==> src/verilog/axi_pkg.sv <==
package axi_pkg;

  localparam int ADDR_W = 32;
  localparam int DATA_W = 32;
  localparam int ID_W   = 4;
  // Top ID bit on the slave side carries the master index
  localparam int IDS_W  = ID_W + 1;
  localparam int LEN_W  = 4;

  typedef enum logic [1:0] {
    OKAY   = 2'b00,
    DECERR = 2'b11
  } resp_e;

  typedef struct packed {
    logic [ID_W-1:0]   id;
    logic [ADDR_W-1:0] addr;
    logic [LEN_W-1:0]  len;
  } ar_m_t;

  typedef struct packed {
    logic [IDS_W-1:0]  id;
    logic [ADDR_W-1:0] addr;
    logic [LEN_W-1:0]  len;
  } ar_s_t;

  typedef struct packed {
    logic [ID_W-1:0]   id;
    logic [DATA_W-1:0] data;
    resp_e             resp;
    logic              last;
  } r_m_t;

  typedef struct packed {
    logic [IDS_W-1:0]  id;
    logic [DATA_W-1:0] data;
    resp_e             resp;
    logic              last;
  } r_s_t;

  // One-hot R arbiter lock
  typedef enum logic [3:0] {
    LOCK_NO = 4'b0001,
    LOCK_S0 = 4'b0010,
    LOCK_S1 = 4'b0100,
    LOCK_S2 = 4'b1000
  } r_lock_e;

  typedef enum logic [1:0] {
    SEL_S0,
    SEL_S1,
    SEL_DEF
  } slave_sel_e;

  typedef enum logic {
    SEL_M0,
    SEL_M1
  } master_sel_e;

  function automatic master_sel_e ids_master(logic [IDS_W-1:0] id);
    return master_sel_e'(id[IDS_W-1]);
  endfunction

endpackage

==> src/verilog/ar_router.sv <==
module ar_router #(
  parameter logic [axi_pkg::ADDR_W-1:0] S0_BASE     = 32'h0000_0000,
  parameter logic [axi_pkg::ADDR_W-1:0] S1_BASE     = 32'h0001_0000,
  parameter int                         REGION_BITS = 16
) (
  input  logic            clk,
  input  logic            rstn,
  // Masters
  input  axi_pkg::ar_m_t  m0_ar,
  input  axi_pkg::ar_m_t  m1_ar,
  input  logic            m0_arvalid,
  input  logic            m1_arvalid,
  output logic            m0_arready,
  output logic            m1_arready,
  // Slaves
  output axi_pkg::ar_s_t  s_ar,
  output logic            s0_arvalid,
  output logic            s1_arvalid,
  output logic            sd_arvalid,
  input  logic            s0_arready,
  input  logic            s1_arready,
  input  logic            sd_arready
);

  logic                 grant_vld_q;
  axi_pkg::master_sel_e grant_q;
  axi_pkg::master_sel_e sel_m;
  axi_pkg::ar_m_t       sel_ar;
  axi_pkg::slave_sel_e  slv;
  logic                 sel_valid;
  logic                 sel_ready;

  // A held grant wins over the fixed m0 priority
  always_comb begin
    if (grant_vld_q) begin
      sel_m = grant_q;
    end else if (m0_arvalid) begin
      sel_m = axi_pkg::SEL_M0;
    end else if (m1_arvalid) begin
      sel_m = axi_pkg::SEL_M1;
    end else begin
      sel_m = axi_pkg::SEL_M0;
    end
  end

  assign sel_ar    = (sel_m == axi_pkg::SEL_M1) ? m1_ar : m0_ar;
  assign sel_valid = (sel_m == axi_pkg::SEL_M1) ? m1_arvalid : m0_arvalid;

  // Address region decode
  always_comb begin
    if (sel_ar.addr[axi_pkg::ADDR_W-1:REGION_BITS] == S0_BASE[axi_pkg::ADDR_W-1:REGION_BITS]) begin
      slv = axi_pkg::SEL_S0;
    end else if (sel_ar.addr[axi_pkg::ADDR_W-1:REGION_BITS] ==
                 S1_BASE[axi_pkg::ADDR_W-1:REGION_BITS]) begin
      slv = axi_pkg::SEL_S1;
    end else begin
      slv = axi_pkg::SEL_DEF;
    end
  end

  always_comb begin
    case (slv)
      axi_pkg::SEL_S0: sel_ready = s0_arready;
      axi_pkg::SEL_S1: sel_ready = s1_arready;
      default:         sel_ready = sd_arready;
    endcase
  end

  assign s0_arvalid = sel_valid && (slv == axi_pkg::SEL_S0);
  assign s1_arvalid = sel_valid && (slv == axi_pkg::SEL_S1);
  assign sd_arvalid = sel_valid && (slv == axi_pkg::SEL_DEF);

  assign m0_arready = (sel_m == axi_pkg::SEL_M0) && sel_ready;
  assign m1_arready = (sel_m == axi_pkg::SEL_M1) && sel_ready;

  // Master index goes on top of the ID
  assign s_ar = '{id: {sel_m, sel_ar.id}, addr: sel_ar.addr, len: sel_ar.len};

  // Keep the grant while the request waits on arready
  always_ff @(posedge clk or negedge rstn) begin
    if (!rstn) begin
      grant_vld_q <= 1'b0;
      grant_q     <= axi_pkg::SEL_M0;
    end else begin
      grant_vld_q <= sel_valid && !sel_ready;
      grant_q     <= sel_m;
    end
  end

  a_one_slave_arvalid: assert property (@(posedge clk) disable iff (!rstn)
    $onehot0({s0_arvalid, s1_arvalid, sd_arvalid}));

  // A waiting request stays on the slave bus unchanged
  a_req_held: assert property (@(posedge clk) disable iff (!rstn)
    (sel_valid && !sel_ready) |=> (sel_valid && $stable(s_ar)));

endmodule

==> src/verilog/r_router.sv <==
module r_router (
  input  logic           clk,
  input  logic           rstn,
  // Slaves
  input  axi_pkg::r_s_t  s0_r,
  input  axi_pkg::r_s_t  s1_r,
  input  axi_pkg::r_s_t  sd_r,
  input  logic           s0_rvalid,
  input  logic           s1_rvalid,
  input  logic           sd_rvalid,
  output logic           s0_rready,
  output logic           s1_rready,
  output logic           sd_rready,
  // Masters
  output axi_pkg::r_m_t  m0_r,
  output axi_pkg::r_m_t  m1_r,
  output logic           m0_rvalid,
  output logic           m1_rvalid,
  input  logic           m0_rready,
  input  logic           m1_rready
);

  axi_pkg::r_lock_e     lock_q;
  axi_pkg::r_lock_e     lock_d;
  axi_pkg::r_lock_e     src;
  axi_pkg::r_s_t        sel_r;
  axi_pkg::r_m_t        m_beat;
  axi_pkg::master_sel_e dst;
  logic                 sel_valid;
  logic                 m_ready;
  logic                 hs;

  always_ff @(posedge clk or negedge rstn) begin
    if (!rstn) begin
      lock_q <= axi_pkg::LOCK_NO;
    end else begin
      lock_q <= lock_d;
    end
  end

  // Fixed priority picks the source slave when unlocked
  always_comb begin
    src = lock_q;
    if (lock_q == axi_pkg::LOCK_NO) begin
      if (s0_rvalid) begin
        src = axi_pkg::LOCK_S0;
      end else if (s1_rvalid) begin
        src = axi_pkg::LOCK_S1;
      end else if (sd_rvalid) begin
        src = axi_pkg::LOCK_S2;
      end
    end
  end

  always_comb begin
    sel_r     = s0_r;
    sel_valid = 1'b0;
    case (src)
      axi_pkg::LOCK_S0: begin
        sel_r     = s0_r;
        sel_valid = s0_rvalid;
      end
      axi_pkg::LOCK_S1: begin
        sel_r     = s1_r;
        sel_valid = s1_rvalid;
      end
      axi_pkg::LOCK_S2: begin
        sel_r     = sd_r;
        sel_valid = sd_rvalid;
      end
      default: ;
    endcase
  end

  assign dst     = axi_pkg::ids_master(sel_r.id);
  assign m_ready = (dst == axi_pkg::SEL_M1) ? m1_rready : m0_rready;
  assign hs      = sel_valid && m_ready;

  // Only the owning slave sees the master's ready
  assign s0_rready = (src == axi_pkg::LOCK_S0) && m_ready;
  assign s1_rready = (src == axi_pkg::LOCK_S1) && m_ready;
  assign sd_rready = (src == axi_pkg::LOCK_S2) && m_ready;

  assign m_beat = '{id:   sel_r.id[axi_pkg::ID_W-1:0],
                    data: sel_r.data,
                    resp: sel_r.resp,
                    last: sel_r.last};

  assign m0_r      = m_beat;
  assign m1_r      = m_beat;
  assign m0_rvalid = sel_valid && (dst == axi_pkg::SEL_M0);
  assign m1_rvalid = sel_valid && (dst == axi_pkg::SEL_M1);

  // Rotate s0 -> s1 -> s2 -> s0 after each accepted beat
  always_comb begin
    lock_d = lock_q;
    case (lock_q)
      axi_pkg::LOCK_NO: begin
        lock_d = (sel_valid && !m_ready) ? src : axi_pkg::LOCK_NO;
      end
      axi_pkg::LOCK_S0: begin
        if (hs) begin
          lock_d = s1_rvalid ? axi_pkg::LOCK_S1 :
                   sd_rvalid ? axi_pkg::LOCK_S2 : axi_pkg::LOCK_NO;
        end
      end
      axi_pkg::LOCK_S1: begin
        if (hs) begin
          lock_d = sd_rvalid ? axi_pkg::LOCK_S2 :
                   s0_rvalid ? axi_pkg::LOCK_S0 : axi_pkg::LOCK_NO;
        end
      end
      axi_pkg::LOCK_S2: begin
        if (hs) begin
          lock_d = s0_rvalid ? axi_pkg::LOCK_S0 :
                   s1_rvalid ? axi_pkg::LOCK_S1 : axi_pkg::LOCK_NO;
        end
      end
      default: lock_d = axi_pkg::LOCK_NO;
    endcase
  end

  a_one_slave_rready: assert property (@(posedge clk) disable iff (!rstn)
    $onehot0({s0_rready, s1_rready, sd_rready}));

  // A beat waiting on its master keeps its slave and its contents
  a_beat_held: assert property (@(posedge clk) disable iff (!rstn)
    (sel_valid && !m_ready) |=> (sel_valid && src == $past(src) && $stable(sel_r)));

endmodule

==> src/verilog/decerr_slave.sv <==
module decerr_slave (
  input  logic           clk,
  input  logic           rstn,
  input  axi_pkg::ar_s_t ar,
  input  logic           arvalid,
  output logic           arready,
  output axi_pkg::r_s_t  r,
  output logic           rvalid,
  input  logic           rready
);

  logic                      busy_q;
  logic [axi_pkg::IDS_W-1:0] id_q;
  logic [axi_pkg::LEN_W-1:0] len_q;
  logic [axi_pkg::LEN_W-1:0] cnt_q;
  logic                      last;

  assign arready = !busy_q;
  assign rvalid  = busy_q;
  assign last    = (cnt_q == len_q);

  assign r = '{id:   id_q,
               data: '0,
               resp: axi_pkg::DECERR,
               last: last};

  always_ff @(posedge clk or negedge rstn) begin
    if (!rstn) begin
      busy_q <= 1'b0;
    end else if (arvalid && arready) begin
      busy_q <= 1'b1;
    end else if (rvalid && rready && last) begin
      busy_q <= 1'b0;
    end
  end

  // Burst bookkeeping
  always_ff @(posedge clk) begin
    if (arvalid && arready) begin
      id_q  <= ar.id;
      len_q <= ar.len;
      cnt_q <= '0;
    end else if (rvalid && rready) begin
      cnt_q <= cnt_q + 1'b1;
    end
  end

  // Beat count never runs past the final beat
  a_cnt_in_burst: assert property (@(posedge clk) disable iff (!rstn)
    rvalid |-> (cnt_q <= len_q));

endmodule

==> src/verilog/axi_read_bus.sv <==
module axi_read_bus #(
  parameter logic [axi_pkg::ADDR_W-1:0] S0_BASE     = 32'h0000_0000,
  parameter logic [axi_pkg::ADDR_W-1:0] S1_BASE     = 32'h0001_0000,
  parameter int                         REGION_BITS = 16
) (
  input  logic           clk,
  input  logic           rstn,
  // Masters
  input  axi_pkg::ar_m_t m0_ar,
  input  axi_pkg::ar_m_t m1_ar,
  input  logic           m0_arvalid,
  input  logic           m1_arvalid,
  output logic           m0_arready,
  output logic           m1_arready,
  output axi_pkg::r_m_t  m0_r,
  output axi_pkg::r_m_t  m1_r,
  output logic           m0_rvalid,
  output logic           m1_rvalid,
  input  logic           m0_rready,
  input  logic           m1_rready,
  // External slaves
  output axi_pkg::ar_s_t s_ar,
  output logic           s0_arvalid,
  output logic           s1_arvalid,
  input  logic           s0_arready,
  input  logic           s1_arready,
  input  axi_pkg::r_s_t  s0_r,
  input  axi_pkg::r_s_t  s1_r,
  input  logic           s0_rvalid,
  input  logic           s1_rvalid,
  output logic           s0_rready,
  output logic           s1_rready
);

  // Default slave channel
  logic          sd_arvalid;
  logic          sd_arready;
  axi_pkg::r_s_t sd_r;
  logic          sd_rvalid;
  logic          sd_rready;

  ar_router #(
    .S0_BASE    (S0_BASE),
    .S1_BASE    (S1_BASE),
    .REGION_BITS(REGION_BITS)
  ) ar_router_i (
    .clk       (clk),
    .rstn      (rstn),
    .m0_ar     (m0_ar),
    .m1_ar     (m1_ar),
    .m0_arvalid(m0_arvalid),
    .m1_arvalid(m1_arvalid),
    .m0_arready(m0_arready),
    .m1_arready(m1_arready),
    .s_ar      (s_ar),
    .s0_arvalid(s0_arvalid),
    .s1_arvalid(s1_arvalid),
    .sd_arvalid(sd_arvalid),
    .s0_arready(s0_arready),
    .s1_arready(s1_arready),
    .sd_arready(sd_arready)
  );

  decerr_slave decerr_slave_i (
    .clk    (clk),
    .rstn   (rstn),
    .ar     (s_ar),
    .arvalid(sd_arvalid),
    .arready(sd_arready),
    .r      (sd_r),
    .rvalid (sd_rvalid),
    .rready (sd_rready)
  );

  r_router r_router_i (
    .clk      (clk),
    .rstn     (rstn),
    .s0_r     (s0_r),
    .s1_r     (s1_r),
    .sd_r     (sd_r),
    .s0_rvalid(s0_rvalid),
    .s1_rvalid(s1_rvalid),
    .sd_rvalid(sd_rvalid),
    .s0_rready(s0_rready),
    .s1_rready(s1_rready),
    .sd_rready(sd_rready),
    .m0_r     (m0_r),
    .m1_r     (m1_r),
    .m0_rvalid(m0_rvalid),
    .m1_rvalid(m1_rvalid),
    .m0_rready(m0_rready),
    .m1_rready(m1_rready)
  );

endmodule

==> config.mk <==
export PLATFORM = sky130hd
export DESIGN_NAME = axi_read_bus
export DESIGN_NICKNAME = d
export VERILOG_FILES = /design/src/verilog/axi_pkg.sv /design/src/verilog/ar_router.sv /design/src/verilog/r_router.sv /design/src/verilog/decerr_slave.sv /design/src/verilog/axi_read_bus.sv
export SDC_FILE = /design/constraint.sdc
export NUM_CORES = 1
export LEC_CHECK = 0
export ABC_AREA = 1
export BUFFER_PORTS_ARGS = -buffer_cell sky130_fd_sc_hd__clkbuf_2
export CORE_AREA = 2 2 116 118
export CTS_CLUSTER_SIZE = 12
export DETAILED_ROUTE_END_ITERATION = 8
export DIE_AREA = 0 0 118 120
export HOLD_SLACK_MARGIN = 0.1
export MAX_ROUTING_LAYER = met4
export SETUP_SLACK_MARGIN = 0.1
export SYNTH_ARGS = -nofsm -noshare
export SYNTH_HDL_FRONTEND = slang
export SYNTH_SLANG_ARGS = --single-unit
export TNS_END_PERCENT = 20
==> constraint.sdc <==
create_clock -name clk -period 4 [get_ports clk]
set_clock_uncertainty 0.05 [all_clocks]
set_input_delay 0.2 -clock clk [delete_from_list [all_inputs] [get_ports clk]]
set_output_delay 0.2 -clock clk [all_outputs]
set_load 0.005 [all_outputs]
[After elaboration in Yosys (flattened, before gate mapping)]
Cells that the tools add are included.
Word-level totals
  flip-flop bits (word level): 20
  latch bits: 0
  memory bits (writable): 0
  memory bits (read-only): 0
  bits of input ports: 170
  output and inout bits: 127
  logic and storage cells: 75
  memories: 0
Operators by class
  $add $sub $neg: 1
  multiply operators: 0
  divide/modulo/power cells: 0
  $lt $le $gt $ge: 0
  equality and inequality tests: 14
  shifts and indexed selects: 0
  mux-type cells: 28
  bitwise operators: 2
  reductions and logical operators: 23
Operator list (count)
  $pmux 40 s2: 1
  $mux 4: 12
  $mux 40: 1
  $eq 16x1->1 const B: 1
  $logic_and 1x1->1: 16
  $logic_not 16->1: 1
  $pmux 4 s4: 1
  $eq 4x2->1 const B: 2
  $eq 4x3->1 const B: 2
  $eq 4x4->1 const B: 2
  $mux 1: 7
  $mux 2: 3
  $ne 2x1->1 const B: 3
  $add 4x1->4 const B: 1
  $eq 4x1->1 const B: 1
  $eq 4x4->1: 1
  $logic_not 1->1: 3
  $mux 3: 1
  $pmux 1 s3: 1
  $reduce_and 3->1: 1
  $eq 2x1->1 const B: 1
  $eq 2x2->1 const B: 1
  $logic_not 2->1: 1
  $not 1->1: 2
  2 further kinds: 2

[Longest topological paths before layout]
  word-level depth: 12
  depth in mapped cells: 16
  mapped depth without buffers: 15

[Modules after synthesis]
A second synthesis with hierarchy kept.
Unflattened totals
  cell total of the unflattened synthesis: 592
  area total of the unflattened synthesis: 3294.4 µm²
Modules (own cells, without submodules)
  r_router: times used 1, cells an instance 312, area an instance 1609.0 µm², sequential area each 101.3 µm²
  decerr_slave: times used 1, cells an instance 98, area an instance 860.8 µm², sequential area each 375.4 µm²
  ar_router: times used 1, cells an instance 182, area an instance 824.5 µm², sequential area each 50.0 µm²

[Least setup slack after synthesis]
Ideal clock, no wire load.
  kind: register to output
  start: register r_router_i.lock_q[0]
  end: output m1_r[10] in the netlist's numbering
  data arrival time: 1.939 ns
  required time: 3.750 ns
  path slack: 1.811 ns
  cell stages (with the launch flop): 11
  buffers on the path: 3
  cells stage by stage: dfstp_2 > nand2_2 > nor2_4 > nand2_2 > a21oi_2 > nand2_2 > inv_1 > buf_2 > buf_2 > a22o_1 > buf_4
RTL lines
  start, declared: RTL line r_router.sv:23  | axi_pkg::r_lock_e lock_q;
  start signal, assigned: RTL line r_router.sv:35  | lock_q <= axi_pkg::LOCK_NO;
  start signal, assigned: RTL line r_router.sv:37  | lock_q <= lock_d;
  end, declared: RTL line axi_read_bus.sv:16  | output axi_pkg::r_m_t m1_r,

==> flow_metrics.py <==
metrics = {
    "routing": {
        "avgViaCountPerCell": 4.23,
        "first_pass_iters": 4,
        "drt_wl_total_mm": 11.2,
        "drc": 0,
        "drt-initial-drc-count": 150,
        "num_vias": 3556,
        "ant_nets": 0,
        "wl_per_cell_um": 13.4,
    },
    "worst_setup_path": {
        "end_kind": "output pin",
        "cp_cell_sequence": "inv_1, nor2_1, nand3_1, nand2_1, inv_1, nor2_1, nand2_2, inv_1, buf_4, a22o_1, clkbuf_2",
        "worstSetupStartpointType": "flip-flop",
        "crit_type": "flip-flop to output pin",
        "critPathBufInv": 5,
        "max_stage_delay_ns": 0.59,
        "crit_top_cell": "inv_1",
        "crit_family": "buffers and inverters",
        "arrival_ns": 2.77,
        "crit_required_ns": 3.75,
        "slowest_stage": "dfstp_2",
        "worstPathMaxFanout": 21,
    },
    "placement": {
        "dpl-instance-area_um2": 3980,
        "gp_congestion": 0.858,
        "hpwlAfterDp_mm": 10.1,
        "port_buffers": 296,
    },
    "sta": {
        "period_minus_slack_ns": 3.02,
        "slew-limit-headroom": 0.554,
        "hold_viol": 0,
        "drv_slew": 0,
        "rsz0062_at_grt": "no",
        "whs_ns": 0.191,
        "setup_viol": 0,
        "timing.fmax_ghz": 0.332,
        "min_period_over_period": 0.754,
        "worstMarginPinSlew_ns": 0.668,
        "fin_setup_tns_ns": 0,
    },
    "clock_tree": {
        "cts-root-buf": "clkbuf_16",
        "cts.clk_slew.worst_paths_ns": 0.06,
        "cts_sinks": 20,
        "htree_levels": 1,
        "cts_buffer_depth": 2,
        "ctsHoldBuffers": 1,
        "tritoncts": "done",
        "clk_latency_ns": 0.25,
        "cts_resized": 0,
        "post-cts-setup-buffer-count": 0,
        "cts-buffers-inserted": 3,
    },
    "floorplan": {
        "rows": 42,
        "die_h_um": 120,
        "core-area_um2": 13000,
        "io_pins": 297,
        "start_util": 0.201,
        "die-area_um2": 14200,
        "die_x_um": 118,
    },
    "grt": {
        "grt_pass1_wl_mm": 16.9,
        "grt_overflow_total": 0,
        "antenna_found_initial": 1,
        "grt_pass1_vias": 3382,
        "track_usage": 0.154,
        "grt_max_degree": 49,
    },
    "synth": {
        "ys_seq_area_frac": 0.202,
        "yosys_warnings": 0,
        "synth_edf_count": 9,
        "syn_nets": 586,
        "synthCells": 415,
        "synthArstFlopShare": 0.350,
        "synth_cell_types": 38,
        "synth_ff_type": "edfxtp_1",
        "syn_area_per_cell_um2": 6.27,
        "synthesis.area_um2": 2600,
        "ys_ff_latch": 20,
    },
    "finish": {
        "nets": 836,
        "drive_gt1_frac": 0.495,
        "nFillCells": 1461,
        "design_area_um2": 4070,
        "seq_area_um2": 527,
        "post-route-util": 0.313,
        "layout_common_cells": "clkbuf_2, nand2_1, a22o_1",
        "multiInputGateArea_um2": 1590,
        "final_common_cell": "clkbuf_2",
        "area_delta_synth_final_pct": 56.3,
    },
    "status": {
        "status": "completed",
    },
    "min_path": {
        "min_path_type": "input pin to flip-flop",
    },
    "power": {
        "ir_worst_vdd_mv": 0.345,
        "p_per_area_nw_per_um2": 822,
        "leakagePower_uw": 0.00257,
    },
    "flow_run": {
        "max_cap_violations": 0,
    },
}
==> kinds of logic after synthesis <==
kind of cell / Yosys count / synth area share
xor+xnor: 6 / 0.0202
fa+ha+maj: 1 / 0.00481
flops: 20 / 0.202
simple gates: 244 / 0.418
buf+inv: 89 / 0.189
compound gates: 55 / 0.165
==> flip-flops by register name, indices dropped and copies added, names as in the netlist <==
| register | count |
|---|---|
| ar_router_i.grant_q | 1 |
| ar_router_i.grant_vld_q | 1 |
| decerr_slave_i.cnt_q | 4 |
| decerr_slave_i.id_q | 5 |
| decerr_slave_i.len_q | 4 |
| decerr_slave_i.rvalid | 1 |
| r_router_i.lock_q | 4 |
==> final timing paths <==
path	depth (start not counted)	to	slack [ns]	start
hold / removal	3	decerr_slave_i.id_q[2]	0.19	m0_ar[38]
min in group asynchronous	2	r_router_i.lock_q[1]	0.28	rstn
hold reg to reg	2	decerr_slave_i.cnt_q[3]	0.46	decerr_slave_i.cnt_q[3]
setup / recovery	11	m0_r[22]	0.98	r_router_i.lock_q[0]
setup reg to reg	13	r_router_i.lock_q[0]	1.34	r_router_i.lock_q[0]
max in group asynchronous	2	r_router_i.lock_q[0]	3.37	rstn
==> worst min-delay path, stage by stage <==
cell and delay, ns:
clkbuf_2 0.07, nand2_1 0.04, nand2_1 0.06
==> cell type report <==
type / count / share of cell area
Multi-Input combinational cell: 306 / 0.392
Timing Repair Buffer: 301 / 0.374
Sequential cell: 20 / 0.129
Tap cell: 176 / 0.0541
Inverter: 33 / 0.0305
Clock buffer: 4 / 0.0194
Antenna cell: 1 / 0.000615
==> stage by stage <==
stage | cells | worst slack [ns] | power (uW)
after floorplan | 415 | 1.81 | 2410
after global placement | 835 | 1.33 | 3170
after detailed placement | 835 | 1.21 | 3190
after CTS | 840 | 0.933 | 3400
after global routing | 841 | 0.677 | 3680
final | 841 | 0.985 | 3340
==> routing by layer <==
layer | global-route usage | up-vias | wire length, um
met2 | 0.290 | 196 | 6050
met3 | 0.0109 | 12 | 638
met1 | 0.173 | 1544 | 4340
met4 | 0.0520 | 0 | 210
met5 | - | - | 0
li1 | - | 1804 | -
==> synthesized netlist by cell type, drive strengths merged (2+ instances only) <==
cell type  count  share of area
nand2        184           0.28
buf           49           0.13
a22o          33           0.11
inv           33          0.048
nor2          26          0.047
nand3         21          0.059
o21ai         10          0.021
edfxtp         9           0.10
a21oi          7          0.015
clkbuf         7          0.010
dfrtp          6          0.058
nor3           5         0.0096
xor2           5          0.017
dfxtp          4          0.031
nand4          3         0.0072
nand3b         2         0.0058
nor4           2         0.0048
o22a           2         0.0067
==> report_power, final <==
| part | switching, uW | internal (uW) |
|---|---|---|
| clock network | 70.8 | 136 |
| logic | 1640 | 1160 |
| registers | 53.6 | 282 |
Power figures use the tool's default switching activity.
